===== src/logic/rgmii_rx_defs.svh =====
// widths and offsets assume a 32-bit APB data bus and byte addressing, so offsets step by 4

`ifndef RGMII_RX_DEFS_SVH
`define RGMII_RX_DEFS_SVH

// four RGMII data lines plus the control line
`define RX_DDR_WIDTH 5

// APB address and data widths
`define APB_ADDR_WIDTH 8
// counters and prdata share one width
`define CNT_WIDTH 32

// register map, word aligned
`define REG_ID_STATUS 8'h00
`define REG_FRAMES 8'h04
`define REG_BYTES 8'h08
`define REG_ERRORS 8'h0C
`define REG_LAST_LEN 8'h10
`define REG_CTRL 8'h14

// fixed id in the upper half of REG_ID_STATUS ("RG")
`define RX_ID 16'h5247

`endif


===== src/logic/rgmii_rx_pkg.sv =====
// in-band status layout follows the RGMII idle encoding, only the low nibble of the byte is decoded
`default_nettype none

package rgmii_rx_pkg;

    // link speed code as sent by the PHY in bits 2:1 of the idle nibble
    typedef enum logic [1:0] {
        SPEED_10   = 2'b00,
        SPEED_100  = 2'b01,
        SPEED_1000 = 2'b10
    } speed_e;

    // in-band status nibble, msb first
    // bit 3 duplex, bits 2:1 speed, bit 0 link
    typedef struct packed {
        logic   full_duplex;
        speed_e speed;
        logic   link_up;
    } inband_status_t;

    // upper nibble of an idle byte, repeats the status on most PHYs
    typedef struct packed {
        logic [3:0]     upper;
        inband_status_t status;
    } inband_word_t;

    // one received byte
    // raw view inside a frame, inband view between frames
    typedef union packed {
        logic [7:0]   raw;
        inband_word_t inband;
    } rx_word_u;

endpackage

`default_nettype wire


===== src/logic/rx_byte_if.sv =====
// no handshake on this link, the sink must take one event in every cycle
`timescale 1ns/1ps
`default_nettype none

interface rx_byte_if;
    import rgmii_rx_pkg::*;

    // one byte inside a frame
    logic           valid;
    rx_word_u       data;
    // first byte of a frame, qualifies valid
    logic           frame_start;
    // pulse on the first idle cycle after a frame
    logic           frame_end;
    // frame had an error byte, only with frame_end
    logic           frame_err;
    // last in-band status seen between frames
    inband_status_t status;
    // pulse when status changes
    logic           status_upd;

    // decoder side
    modport src (
        output valid, data, frame_start, frame_end, frame_err, status, status_upd
    );

    // register block side
    modport dst (
        input valid, data, frame_start, frame_end, frame_err, status, status_upd
    );

endinterface

`default_nettype wire


===== src/logic/ddr_iddr.sv =====
// generic fabric flops only, no vendor primitive and no reset since clk is the forwarded clock
`timescale 1ns/1ps
`default_nettype none

module ddr_iddr #(
    parameter int WIDTH = 1
) (
    input  wire logic             clk,
    input  wire logic [WIDTH-1:0] d,
    output logic      [WIDTH-1:0] q1,
    output logic      [WIDTH-1:0] q2
);

    // sample taken on the rising edge
    logic [WIDTH-1:0] d_rise;
    // sample taken on the falling edge
    logic [WIDTH-1:0] d_fall;

    // first half of the cycle
    always_ff @(posedge clk) begin
        d_rise <= d;
    end

    // second half, mid cycle
    always_ff @(negedge clk) begin
        d_fall <= d;
    end

    // re-time both halves onto the next rising edge
    // so q1/q2 always hold a matched pair from one cycle
    always_ff @(posedge clk) begin
        q1 <= d_rise;
        q2 <= d_fall;
    end

endmodule

`default_nettype wire


===== src/logic/ssio_ddr_in.sv =====
// generic clock path only, no BUFIO/BUFR or BUFG, the forwarded clock drives the logic directly
`timescale 1ns/1ps
`default_nettype none

`include "rgmii_rx_defs.svh"

module ssio_ddr_in (
    input  wire logic                     input_clk,
    input  wire logic [`RX_DDR_WIDTH-1:0] input_d,
    output logic                          output_clk,
    output logic      [`RX_DDR_WIDTH-1:0] output_q1,
    output logic      [`RX_DDR_WIDTH-1:0] output_q2
);

    // clock feeding the capture flops
    logic clk_io;
    // clock handed on to the logic behind
    logic clk_int;

    // capture flops run straight off the pin clock
    assign clk_io = input_clk;

    // logic clock is the same net, no divide
    assign clk_int = input_clk;
    assign output_clk = clk_int;

    // all five lines share one DDR register
    // rising half on q1, falling half on q2
    ddr_iddr #(
        .WIDTH(`RX_DDR_WIDTH)
    ) u_data_iddr (
        .clk(clk_io),
        .d  (input_d),
        .q1 (output_q1),
        .q2 (output_q2)
    );

endmodule

`default_nettype wire


===== src/logic/rgmii_rx_decode.sv =====
// assumes at least one idle cycle between frames, back-to-back frames are merged into one
`timescale 1ns/1ps
`default_nettype none

`include "rgmii_rx_defs.svh"

module rgmii_rx_decode (
    input  wire logic                     output_clk,
    input  wire logic                     rst_n,
    input  wire logic [`RX_DDR_WIDTH-1:0] q1,
    input  wire logic [`RX_DDR_WIDTH-1:0] q2,
    rx_byte_if.src                        rx
);
    import rgmii_rx_pkg::*;

    // control line sits above the data nibble
    localparam int CTL_BIT = `RX_DDR_WIDTH - 1;

    // byte view of the current nibble pair
    rx_word_u       word;
    // data valid from the rising sample
    logic           dv;
    // error is the xor of both control samples
    logic           err;
    // both control samples low, byte carries in-band status
    logic           idle;
    // status decoded from the idle byte
    inband_status_t new_status;
    // a frame is open
    logic           in_frame;
    // some byte of the open frame had error set
    logic           err_acc;

    // low nibble on the rising edge, high nibble on the falling edge
    always_comb begin
        word.raw = {q2[3:0], q1[3:0]};
    end

    assign dv         = q1[CTL_BIT];
    assign err        = q1[CTL_BIT] ^ q2[CTL_BIT];
    assign idle       = ~dv & ~err;
    assign new_status = word.inband.status;

    // payload, no reset needed
    always_ff @(posedge output_clk) begin
        rx.data <= word;
    end

    always_ff @(posedge output_clk or negedge rst_n) begin
        if (!rst_n) begin
            rx.valid       <= 1'b0;
            rx.frame_start <= 1'b0;
            rx.frame_end   <= 1'b0;
            rx.frame_err   <= 1'b0;
            in_frame       <= 1'b0;
            err_acc        <= 1'b0;
        end else begin
            rx.valid       <= dv;
            // rising dv opens a frame
            rx.frame_start <= dv & ~in_frame;
            // first cycle without dv closes it
            rx.frame_end   <= ~dv & in_frame;
            // err_acc already holds the last byte here
            rx.frame_err   <= ~dv & in_frame & err_acc;
            in_frame       <= dv;
            if (dv) begin
                // restart the error flag on the first byte
                err_acc <= (in_frame & err_acc) | err;
            end else begin
                err_acc <= 1'b0;
            end
        end
    end

    // in-band status, only refreshed between frames
    always_ff @(posedge output_clk or negedge rst_n) begin
        if (!rst_n) begin
            rx.status     <= '0;
            rx.status_upd <= 1'b0;
        end else begin
            rx.status_upd <= 1'b0;
            // carrier extend and false carrier bytes are skipped
            if (idle && new_status != rx.status) begin
                rx.status     <= new_status;
                rx.status_upd <= 1'b1;
            end
        end
    end

endmodule

`default_nettype wire


===== src/logic/rx_stats_apb.sv =====
// zero wait state APB on output_clk, counters wrap silently and only REG_CTRL is writable
`timescale 1ns/1ps
`default_nettype none

`include "rgmii_rx_defs.svh"

module rx_stats_apb (
    input  wire logic                       output_clk,
    input  wire logic                       rst_n,
    rx_byte_if.dst                          rx,
    input  wire logic [`APB_ADDR_WIDTH-1:0] paddr,
    input  wire logic                       psel,
    input  wire logic                       penable,
    input  wire logic                       pwrite,
    input  wire logic [`CNT_WIDTH-1:0]      pwdata,
    output logic      [`CNT_WIDTH-1:0]      prdata,
    output logic                            pready,
    output logic                            pslverr
);
    import rgmii_rx_pkg::*;

    localparam int CW = `CNT_WIDTH;

    // statistics counters
    logic [CW-1:0]  frame_cnt;
    logic [CW-1:0]  byte_cnt;
    logic [CW-1:0]  err_cnt;
    logic [CW-1:0]  last_len;
    // length of the frame in progress
    logic [CW-1:0]  cur_len;
    // latched in-band status
    inband_status_t status_q;
    // APB access phase
    logic           access;
    // paddr maps to a register
    logic           addr_hit;
    logic [CW-1:0]  rd_data;
    // counter clear strobe from REG_CTRL bit 0
    logic           clear;

    assign access = psel & penable;
    assign clear  = access & pwrite & (paddr == `REG_CTRL) & pwdata[0];

    // address decode and read mux
    always_comb begin
        addr_hit = 1'b1;
        rd_data  = '0;
        case (paddr)
            `REG_ID_STATUS: begin
                rd_data[CW-1 -: 16] = `RX_ID;
                rd_data[3:0]        = status_q;
            end
            `REG_FRAMES:   rd_data = frame_cnt;
            `REG_BYTES:    rd_data = byte_cnt;
            `REG_ERRORS:   rd_data = err_cnt;
            `REG_LAST_LEN: rd_data = last_len;
            // clear bit is self clearing, reads back zero
            `REG_CTRL:     rd_data = '0;
            default:       addr_hit = 1'b0;
        endcase
    end

    // no wait states
    assign pready  = access;
    assign prdata  = (psel & ~pwrite) ? rd_data : '0;
    // unmapped offset, or write to a read-only register
    assign pslverr = access & (~addr_hit | (pwrite & (paddr != `REG_CTRL)));

    // counters, clear beats a same-cycle frame event
    always_ff @(posedge output_clk or negedge rst_n) begin
        if (!rst_n) begin
            frame_cnt <= '0;
            byte_cnt  <= '0;
            err_cnt   <= '0;
            last_len  <= '0;
            cur_len   <= '0;
        end else if (clear) begin
            frame_cnt <= '0;
            byte_cnt  <= '0;
            err_cnt   <= '0;
            last_len  <= '0;
            cur_len   <= '0;
        end else begin
            if (rx.valid) begin
                byte_cnt <= byte_cnt + 1'b1;
                // first byte restarts the length
                cur_len  <= rx.frame_start ? {{(CW-1){1'b0}}, 1'b1} : cur_len + 1'b1;
            end
            // frame counted once it has closed
            if (rx.frame_end) begin
                frame_cnt <= frame_cnt + 1'b1;
                last_len  <= cur_len;
            end
            if (rx.frame_err) begin
                err_cnt <= err_cnt + 1'b1;
            end
        end
    end

    // status is not a counter, the clear leaves it alone
    always_ff @(posedge output_clk or negedge rst_n) begin
        if (!rst_n) begin
            status_q <= '0;
        end else if (rx.status_upd) begin
            status_q <= rx.status;
        end
    end

endmodule

`default_nettype wire


===== src/logic/rgmii_rx_top.sv =====
// one clock domain, the APB host must run on output_clk forwarded from the PHY
`timescale 1ns/1ps
`default_nettype none

`include "rgmii_rx_defs.svh"

module rgmii_rx_top (
    // PHY side
    input  wire logic                       input_clk,
    input  wire logic [3:0]                 rxd,
    input  wire logic                       rx_ctl,
    // logic clock, same as input_clk
    output logic                            output_clk,
    input  wire logic                       rst_n,
    // APB slave
    input  wire logic [`APB_ADDR_WIDTH-1:0] paddr,
    input  wire logic                       psel,
    input  wire logic                       penable,
    input  wire logic                       pwrite,
    input  wire logic [`CNT_WIDTH-1:0]      pwdata,
    output logic      [`CNT_WIDTH-1:0]      prdata,
    output logic                            pready,
    output logic                            pslverr
);

    // control above the data nibble
    logic [`RX_DDR_WIDTH-1:0] input_d;
    // rising and falling samples, aligned
    logic [`RX_DDR_WIDTH-1:0] q1;
    logic [`RX_DDR_WIDTH-1:0] q2;

    assign input_d = {rx_ctl, rxd};

    // decoder to register block
    rx_byte_if rx_bus ();

    ssio_ddr_in u_ssio_ddr_in (
        .input_clk (input_clk),
        .input_d   (input_d),
        .output_clk(output_clk),
        .output_q1 (q1),
        .output_q2 (q2)
    );

    rgmii_rx_decode u_rgmii_rx_decode (
        .output_clk(output_clk),
        .rst_n     (rst_n),
        .q1        (q1),
        .q2        (q2),
        .rx        (rx_bus.src)
    );

    rx_stats_apb u_rx_stats_apb (
        .output_clk(output_clk),
        .rst_n     (rst_n),
        .rx        (rx_bus.dst),
        .paddr     (paddr),
        .psel      (psel),
        .penable   (penable),
        .pwrite    (pwrite),
        .pwdata    (pwdata),
        .prdata    (prdata),
        .pready    (pready),
        .pslverr   (pslverr)
    );

endmodule

`default_nettype wire


===== config.mk =====
export PLATFORM = sky130hd
export DESIGN_NAME = rgmii_rx_top
export DESIGN_NICKNAME = d
export VERILOG_FILES = /design/src/logic/rgmii_rx_pkg.sv /design/src/logic/rx_byte_if.sv /design/src/logic/ddr_iddr.sv /design/src/logic/ssio_ddr_in.sv /design/src/logic/rgmii_rx_decode.sv /design/src/logic/rx_stats_apb.sv /design/src/logic/rgmii_rx_top.sv
export VERILOG_INCLUDE_DIRS = /design/src /design/src/logic
export SDC_FILE = /design/constraint.sdc
export NUM_CORES = 1
export LEC_CHECK = 0
export BUFFER_PORTS_ARGS = -buffer_cell sky130_fd_sc_hd__buf_2
export CAP_MARGIN = 20
export CORE_MARGIN = 4
export CORE_UTILIZATION = 54
export DETAILED_ROUTE_END_ITERATION = 10
export HOLD_SLACK_MARGIN = 0.1
export PLACE_DENSITY = 0.72
export SETUP_SLACK_MARGIN = 0.5
export SYNTH_ARGS = -nofsm -noshare
export SYNTH_HDL_FRONTEND = slang
export SYNTH_HIERARCHICAL = 1
export SYNTH_SLANG_ARGS = --single-unit

===== constraint.sdc =====
create_clock -name input_clk -period 2.9 [get_ports input_clk]
set_input_delay 0.29 -clock input_clk [delete_from_list [all_inputs] [get_ports input_clk]]
set_output_delay 0.29 -clock input_clk [all_outputs]
set_load 0.01 [all_outputs]

==> results.ini, run 1 <==
[status]
status = complete, no violations

[setup_path]
timing.rr.start = u_rx_stats_apb/frame_cnt[0]$_DFFE_PN0P_
crit_family = simple AND/OR/NAND/NOR gates
worstSetupPathType = reg2reg
worst-r2r-cell-count = 6
startpoint_type = flop
required_ns = 3.36
startpoint = u_rx_stats_apb/frame_cnt[0]$_DFFE_PN0P_
wp_data_arrival_ns = 2.76
path_max_fanout = 10
crit_path_max_incr_delay_ns = 0.64
critical_path_top_delay_cell = sky130_fd_sc_hd__or3_1
worst-path-stages = 6
timing.critical_path.buf_inv = 0
crit_chain = ha_1, nand4_1, or3_1, nor3_2, nand3b_1, a21oi_1
timing.critical_path.to_type = flop

[detailed_routing]
wl_mm = 24.11
vias = 8012
avg_vias_per_cell = 5.984
route.antenna.remaining_nets = 0
drc = 0
detail_route.first_pass.iterations = 5
drt_iter0_drc = 661
routedWlPerCell_um = 18.01

[logic_synthesis]
syn_area_sq_um = 9877
yosys_warnings = 6
avgSynthCellArea_sq_um = 9.443
netlist_instances = 1046
postSynthNetCount = 1101

[timing]
timing.final.max_slew_violations = 0
slew_headroom_pct = 40.76
hold_violations = 0
rsz0062_at_grt = false
tightest_slew_ns = 0.8805
finalSetupViolCount = 0
final.period_utilization_pct = 79.19
finalWorstSetupSlack_ns = 0.6034
final.setup_skew_ns = 0.04102
final.setup.tns_ns = 0
max_freq_mhz = 435.4
final_period_minus_worst_setup_slack_ns = 2.297

[final_layout]
share_of_final_layout_standard_cells_stronger_than_drive_strength_1_pct = 12.88
flow.area_growth_from_synthesis_pct = 13.85
antenna_fix_cells = 0
nNetsFinal = 1152
nFillCells = 1459

[placement]
dp_worst_setup_slack_ns = 0.4604
dp_hpwl_mm = 16.42
io_buffers = 53
gp_congestion = 0.8591

[pwr]
seq_power_share_pct = 47.6
internal-power_uw = 5053
irDropWorstVdd_mv = 0.6496
p_switching_uw = 2659
clk_pwr_share_pct = 34.2
power.share.combinational_pct = 18.3
power.density_cell_area_nw_per_um2 = 685.8
fraction_of_power_spent_switching_nets_pct = 34.48
static-leakage-power_uw = 0.004680

[global_routing]
grt_first_pass_wirelength_mm = 39.91
overflow = 0
grt_start_max_net_pins = 73
grt_use_total_pct = 24.54
via_count_of_the_first_global_routing_pass = 7753
grt_antenna_before_repair = 0

[clocking]
tritoncts = yes
clkSlewWorstSetupHoldPaths_ns = 0.08
cts-resized-gates = 0
worstSkewPairLatency_ns = 0.59

[floorplanning]
initial_utilization_pct = 54.98
floorplan.die.height_um = 143.2
floorplan.core_area_sq_um = 17960
rows = 49
io_pins = 85
die_w_um = 143.2
dieArea_sq_um = 20520

[hold_path]
hold_path.class = in2async

[flow_run]
cap_violations = 0

-- final cells by class --
cell class | instances | area, sq um | area share (%)
multi-input combinational | 786 | 4987 | 44.35
sequential | 186 | 4596 | 40.87
timing repair buffer | 85 | 591.8 | 5.263
clock buffer | 21 | 505.5 | 4.495
tap | 229 | 286.5 | 2.548
clock inverter | 16 | 217.7 | 1.936
inverter | 16 | 60.06 | 0.5341
-- stage by stage --
step	instances	utilization [%]	instance area [sq um]	total power [uW]	hold WS (ns)
floorplan	1046	-	9877	5000	-0.005591
global placement	1296	58.20	10460	5048	0.3102
detailed placement	1296	58.20	10460	5120	0.3144
CTS	1337	62.51	11230	7753	0.3197
global route	1339	62.60	11240	8154	0.3369
finish	1339	62.60	11240	7712	0.2982
-- metal layers --
layer  track usage [%]  vias to the layer above  wire length (um)
met5                 0                        -                 0
met3             4.387                       48              1247
met2             39.02                      227             11600
met1             34.23                     3910             10650
li1                  -                     3827                 -
met4             8.226                        0               616
-- cells in the final DEF, fill, tap and decap left out, drive strengths merged, types with 18 or more instances in the layout --
| cell | count |
|---|---|
| a21oi | 39 |
| inv | 22 |
| xor2 | 52 |
| xnor2 | 40 |
| nor2 | 178 |
| or3 | 18 |
| mux2i | 72 |
| nor4 | 25 |
| clkbuf | 20 |
| o22a | 25 |
| nand2 | 77 |
| dfrtp | 174 |
| o21ai | 27 |
| a22oi | 22 |
| nand4 | 41 |
| buf | 80 |
| nand3 | 53 |
-- final timing paths --
check	to	slack, ns
worst max-delay path	u_rx_stats_apb/frame_cnt[28]$_DFFE_PN0P_	0.60
worst min-delay path	u_rx_stats_apb/err_cnt[30]$_DFFE_PN0P_	0.30
worst max register to register	u_rx_stats_apb/frame_cnt[28]$_DFFE_PN0P_	0.60
worst min register to register	u_ssio_ddr_in/u_data_iddr/q1[1]$_DFF_P_	0.33
max in group asynchronous	u_rx_stats_apb/cur_len[14]$_DFFE_PN0P_	1.85
min in group input_clk	u_ssio_ddr_in/u_data_iddr/q1[1]$_DFF_P_	0.33
-- registers in the layout, indices dropped and copies added (netlist names) --
register / flops
u_rgmii_rx_decode/err_acc: 1
u_rx_stats_apb/cur_len: 32
u_rgmii_rx_decode/rx.status_upd: 1
u_rgmii_rx_decode/rx.frame_err: 1
u_rx_stats_apb/last_len: 32
u_rgmii_rx_decode/rx.status: 4
u_ssio_ddr_in/u_data_iddr/d_fall: 1
u_ssio_ddr_in/u_data_iddr/d_rise: 5
u_rx_stats_apb/status_q: 4
u_rgmii_rx_decode/in_frame: 1
u_rx_stats_apb/frame_cnt: 32
u_rgmii_rx_decode/rx.frame_start: 1
u_rx_stats_apb/byte_cnt: 32
u_ssio_ddr_in/u_data_iddr/q2: 1
u_rgmii_rx_decode/rx.frame_end: 1
u_rx_stats_apb/err_cnt: 32
u_ssio_ddr_in/u_data_iddr/q1: 5
-- worst reg2reg max path, cell delays in order, from the launching register on --
cell and delay [ns]:
sky130_fd_sc_hd__dfrtp_1 0.44, sky130_fd_sc_hd__ha_1 0.21, sky130_fd_sc_hd__nand4_1 0.25, sky130_fd_sc_hd__or3_1 0.64
sky130_fd_sc_hd__nor3_2 0.37, sky130_fd_sc_hd__nand3b_1 0.12, sky130_fd_sc_hd__a21oi_1 0.19
-- power groups by stage --
stage               clock network [uW]  registers (uW)  logic [uW]
detailed placement                25.2            3700        1390
global route                      2800            3750        1600
finish                            2630            3670        1410
global placement                  25.2            3690        1340
CTS                               2680            3650        1410
floorplan                          395            3510        1100
-- repair_timing --
action | in CTS | in global routing
buffers inserted | 0 | 2
hold endpoints to repair | 68 | 0
endpoints found under the setup margin | 0 | 2
hold buffers | 6 | 0
(Power assumes the default switching activity.)
==> run 2: changes to the inputs <==
--- a/config.mk
+++ b/config.mk
@@ -12,7 +12,7 @@
 export CORE_UTILIZATION = 54
 export DETAILED_ROUTE_END_ITERATION = 10
 export HOLD_SLACK_MARGIN = 0.1
-export PLACE_DENSITY = 0.72
+export PLACE_DENSITY = 0.75
 export SETUP_SLACK_MARGIN = 0.5
 export SYNTH_ARGS = -nofsm -noshare
 export SYNTH_HDL_FRONTEND = slang
==> constraint.sdc (replaced) <==
create_clock -name input_clk -period 2.1 [get_ports input_clk]
set_input_delay 0.21 -clock input_clk [delete_from_list [all_inputs] [get_ports input_clk]]
set_output_delay 0.21 -clock input_clk [all_outputs]
set_load 0.01 [all_outputs]
==> run 2 against run 1 <==
Design area up 21%. Sequential power up 37%. Count of clock-buffer cells in the layout up 3. Die area unchanged. Utilization up 13 points. Wire length up 29%. Sequential cell count unchanged. Setup slack worse by 0.50 ns. Clock power up 36%. Clock skew down 0.0041 ns. Largest power group unchanged.
==> results.ini, run 2 (synthesis results as in run 1) <==
[hold_path]
hold_path.class = in2async

[flow_run]
cap_violations = 0

[timing]
final.setup.tns_ns = 0
tightest_slew_ns = 0.6071
max_freq_mhz = 500.4
hold_violations = 0
timing.final.max_slew_violations = 0
slew_headroom_pct = 59.52
finalSetupViolCount = 0
final.setup_skew_ns = 0.03695
final.period_utilization_pct = 95.17
final_period_minus_worst_setup_slack_ns = 1.999
rsz0062_at_grt = true

[global_routing]
overflow = 0
via_count_of_the_first_global_routing_pass = 8930
grt_use_total_pct = 28.20
grt_antenna_before_repair = 0
grt_first_pass_wirelength_mm = 45.42
grt_start_max_net_pins = 54

[detailed_routing]
route.antenna.remaining_nets = 0
drt_iter0_drc = 1116
vias = 9387
detail_route.first_pass.iterations = 6
drc = 0
avg_vias_per_cell = 6.334
routedWlPerCell_um = 21.05
wl_mm = 31.20

[placement]
dpl_cell_area_sq_um = 11040
dp_hpwl_mm = 17.51
io_buffers = 53
gp_congestion = 0.8822

[final_layout]
flow.area_growth_from_synthesis_pct = 37.85
antenna_fix_cells = 0
nNetsFinal = 1295
finalInstanceArea_sq_um = 13620
layout.cells.most_common = sky130_fd_sc_hd__nor2_1
final_cell_mix = sky130_fd_sc_hd__nor2_1, sky130_fd_sc_hd__dfrtp_1, sky130_fd_sc_hd__buf_4
share_of_final_layout_standard_cells_stronger_than_drive_strength_1_pct = 37.11

[pwr]
power.density_cell_area_nw_per_um2 = 906.7
irDropWorstVdd_mv = 0.7099
static-leakage-power_uw = 0.005677

[setup_path]
worstSetupPathType = reg2out
startpoint_type = flop
required_ns = 1.89
path_max_fanout = 6
worst-r2r-cell-count = 5
timing.critical_path.to_type = output port
wp_data_arrival_ns = 1.79

[floorplanning]
dieArea_sq_um = 20520
rows = 49
die_w_um = 143.2
floorplan.die.height_um = 143.2
initial_utilization_pct = 54.98
floorplan.core_area_sq_um = 17960
io_pins = 85

[clocking]
clkSlewWorstSetupHoldPaths_ns = 0.07
worstSkewPairLatency_ns = 0.60
tritoncts = yes

[status]
status = complete, no violations

[run 2: cell types whose count changed in the layout (fill, tap and decap cells not counted), moves of 19 or more]
cell	previous run	this run
sky130_fd_sc_hd__buf_4	22	117
sky130_fd_sc_hd__buf_6	1	39
sky130_fd_sc_hd__dfrtp_1	173	142
sky130_fd_sc_hd__dfrtp_2	1	32
sky130_fd_sc_hd__nand3_1	51	29
sky130_fd_sc_hd__nor2_1	178	146
sky130_fd_sc_hd__nor2_2	0	25
sky130_fd_sc_hd__nor4_1	20	1
[run 2: critical path: stages, from the launching register on]
cell and delay (ns):
sky130_fd_sc_hd__dfrtp_2 0.44, sky130_fd_sc_hd__mux2i_1 0.12, sky130_fd_sc_hd__nand2_1 0.10, sky130_fd_sc_hd__o211ai_1 0.11, sky130_fd_sc_hd__a21oi_1 0.28, sky130_fd_sc_hd__buf_2 0.19
[run 2: through the flow]
stage	utilization (%)	worst slack [ns]	total power, uW	hold WS [ns]	cells
floorplan	-	0.3019	7009	-0.08559	1046
global placement	61.45	0.09263	7251	0.2120	1332
detailed placement	61.45	0.06633	7372	0.2054	1332
CTS	69.88	0.1325	11450	0.1971	1438
global route	75.80	0.03927	12890	0.2142	1482
finish	75.80	0.1015	12340	0.1714	1482
[run 2: final cells by class]
| type | instances | area, sq um |
|---|---|---|
| multi-input combinational | 786 | 5981 |
| sequential | 186 | 4634 |
| fill | 1117 | 4348 |
| timing repair buffer | 228 | 1977 |
| clock buffer | 24 | 575.6 |
| tap | 229 | 286.5 |
| clock inverter | 13 | 101.3 |
| inverter | 16 | 60.06 |
[run 2: what timing repair did]
item / CTS / global route
gates resized for setup: 83 / 152
setup endpoints to repair: 114 / 128
setup buffers: 62 / 40
hold endpoints to repair: 179 / 0
pin swaps: 44 / 89
hold buffers: 6 / 0
cloned: 3 / 4
[run 2: worst paths after layout]
path	startpoint	slack (ns)	endpoint
setup / recovery	u_rx_stats_apb/byte_cnt[16]$_DFFE_PN0P_	0.10	prdata[16]
hold / removal	rst_n	0.17	u_rx_stats_apb/cur_len[25]$_DFFE_PN0P_
setup reg to reg	u_rx_stats_apb/err_cnt[17]$_DFFE_PN0P_	0.19	u_rx_stats_apb/err_cnt[29]$_DFFE_PN0P_
hold reg to reg	u_ssio_ddr_in/u_data_iddr/d_rise[2]$_DFF_P_	0.33	u_ssio_ddr_in/u_data_iddr/q1[2]$_DFF_P_
max in group asynchronous	rst_n	1.21	u_rx_stats_apb/err_cnt[11]$_DFFE_PN0P_
min in group input_clk	paddr[1]	0.20	u_rx_stats_apb/last_len[25]$_DFFE_PN0P_
[run 2: power breakdown]
part / leakage, uW / switching, uW / internal, uW
sequential: 0.00213 / 786 / 4240
combinational: 0.00320 / 2020 / 1720
clock: 0.000347 / 1580 / 2000
[run 2: layer usage]
layer  wire length [um]  GRT usage, %  part of all wire (%)
met5                  0             0                     0
met4               1073         11.69                   3.4
met3               2345         5.827                   7.5
met2              15790         46.59                    51
met1              11990         36.34                    38
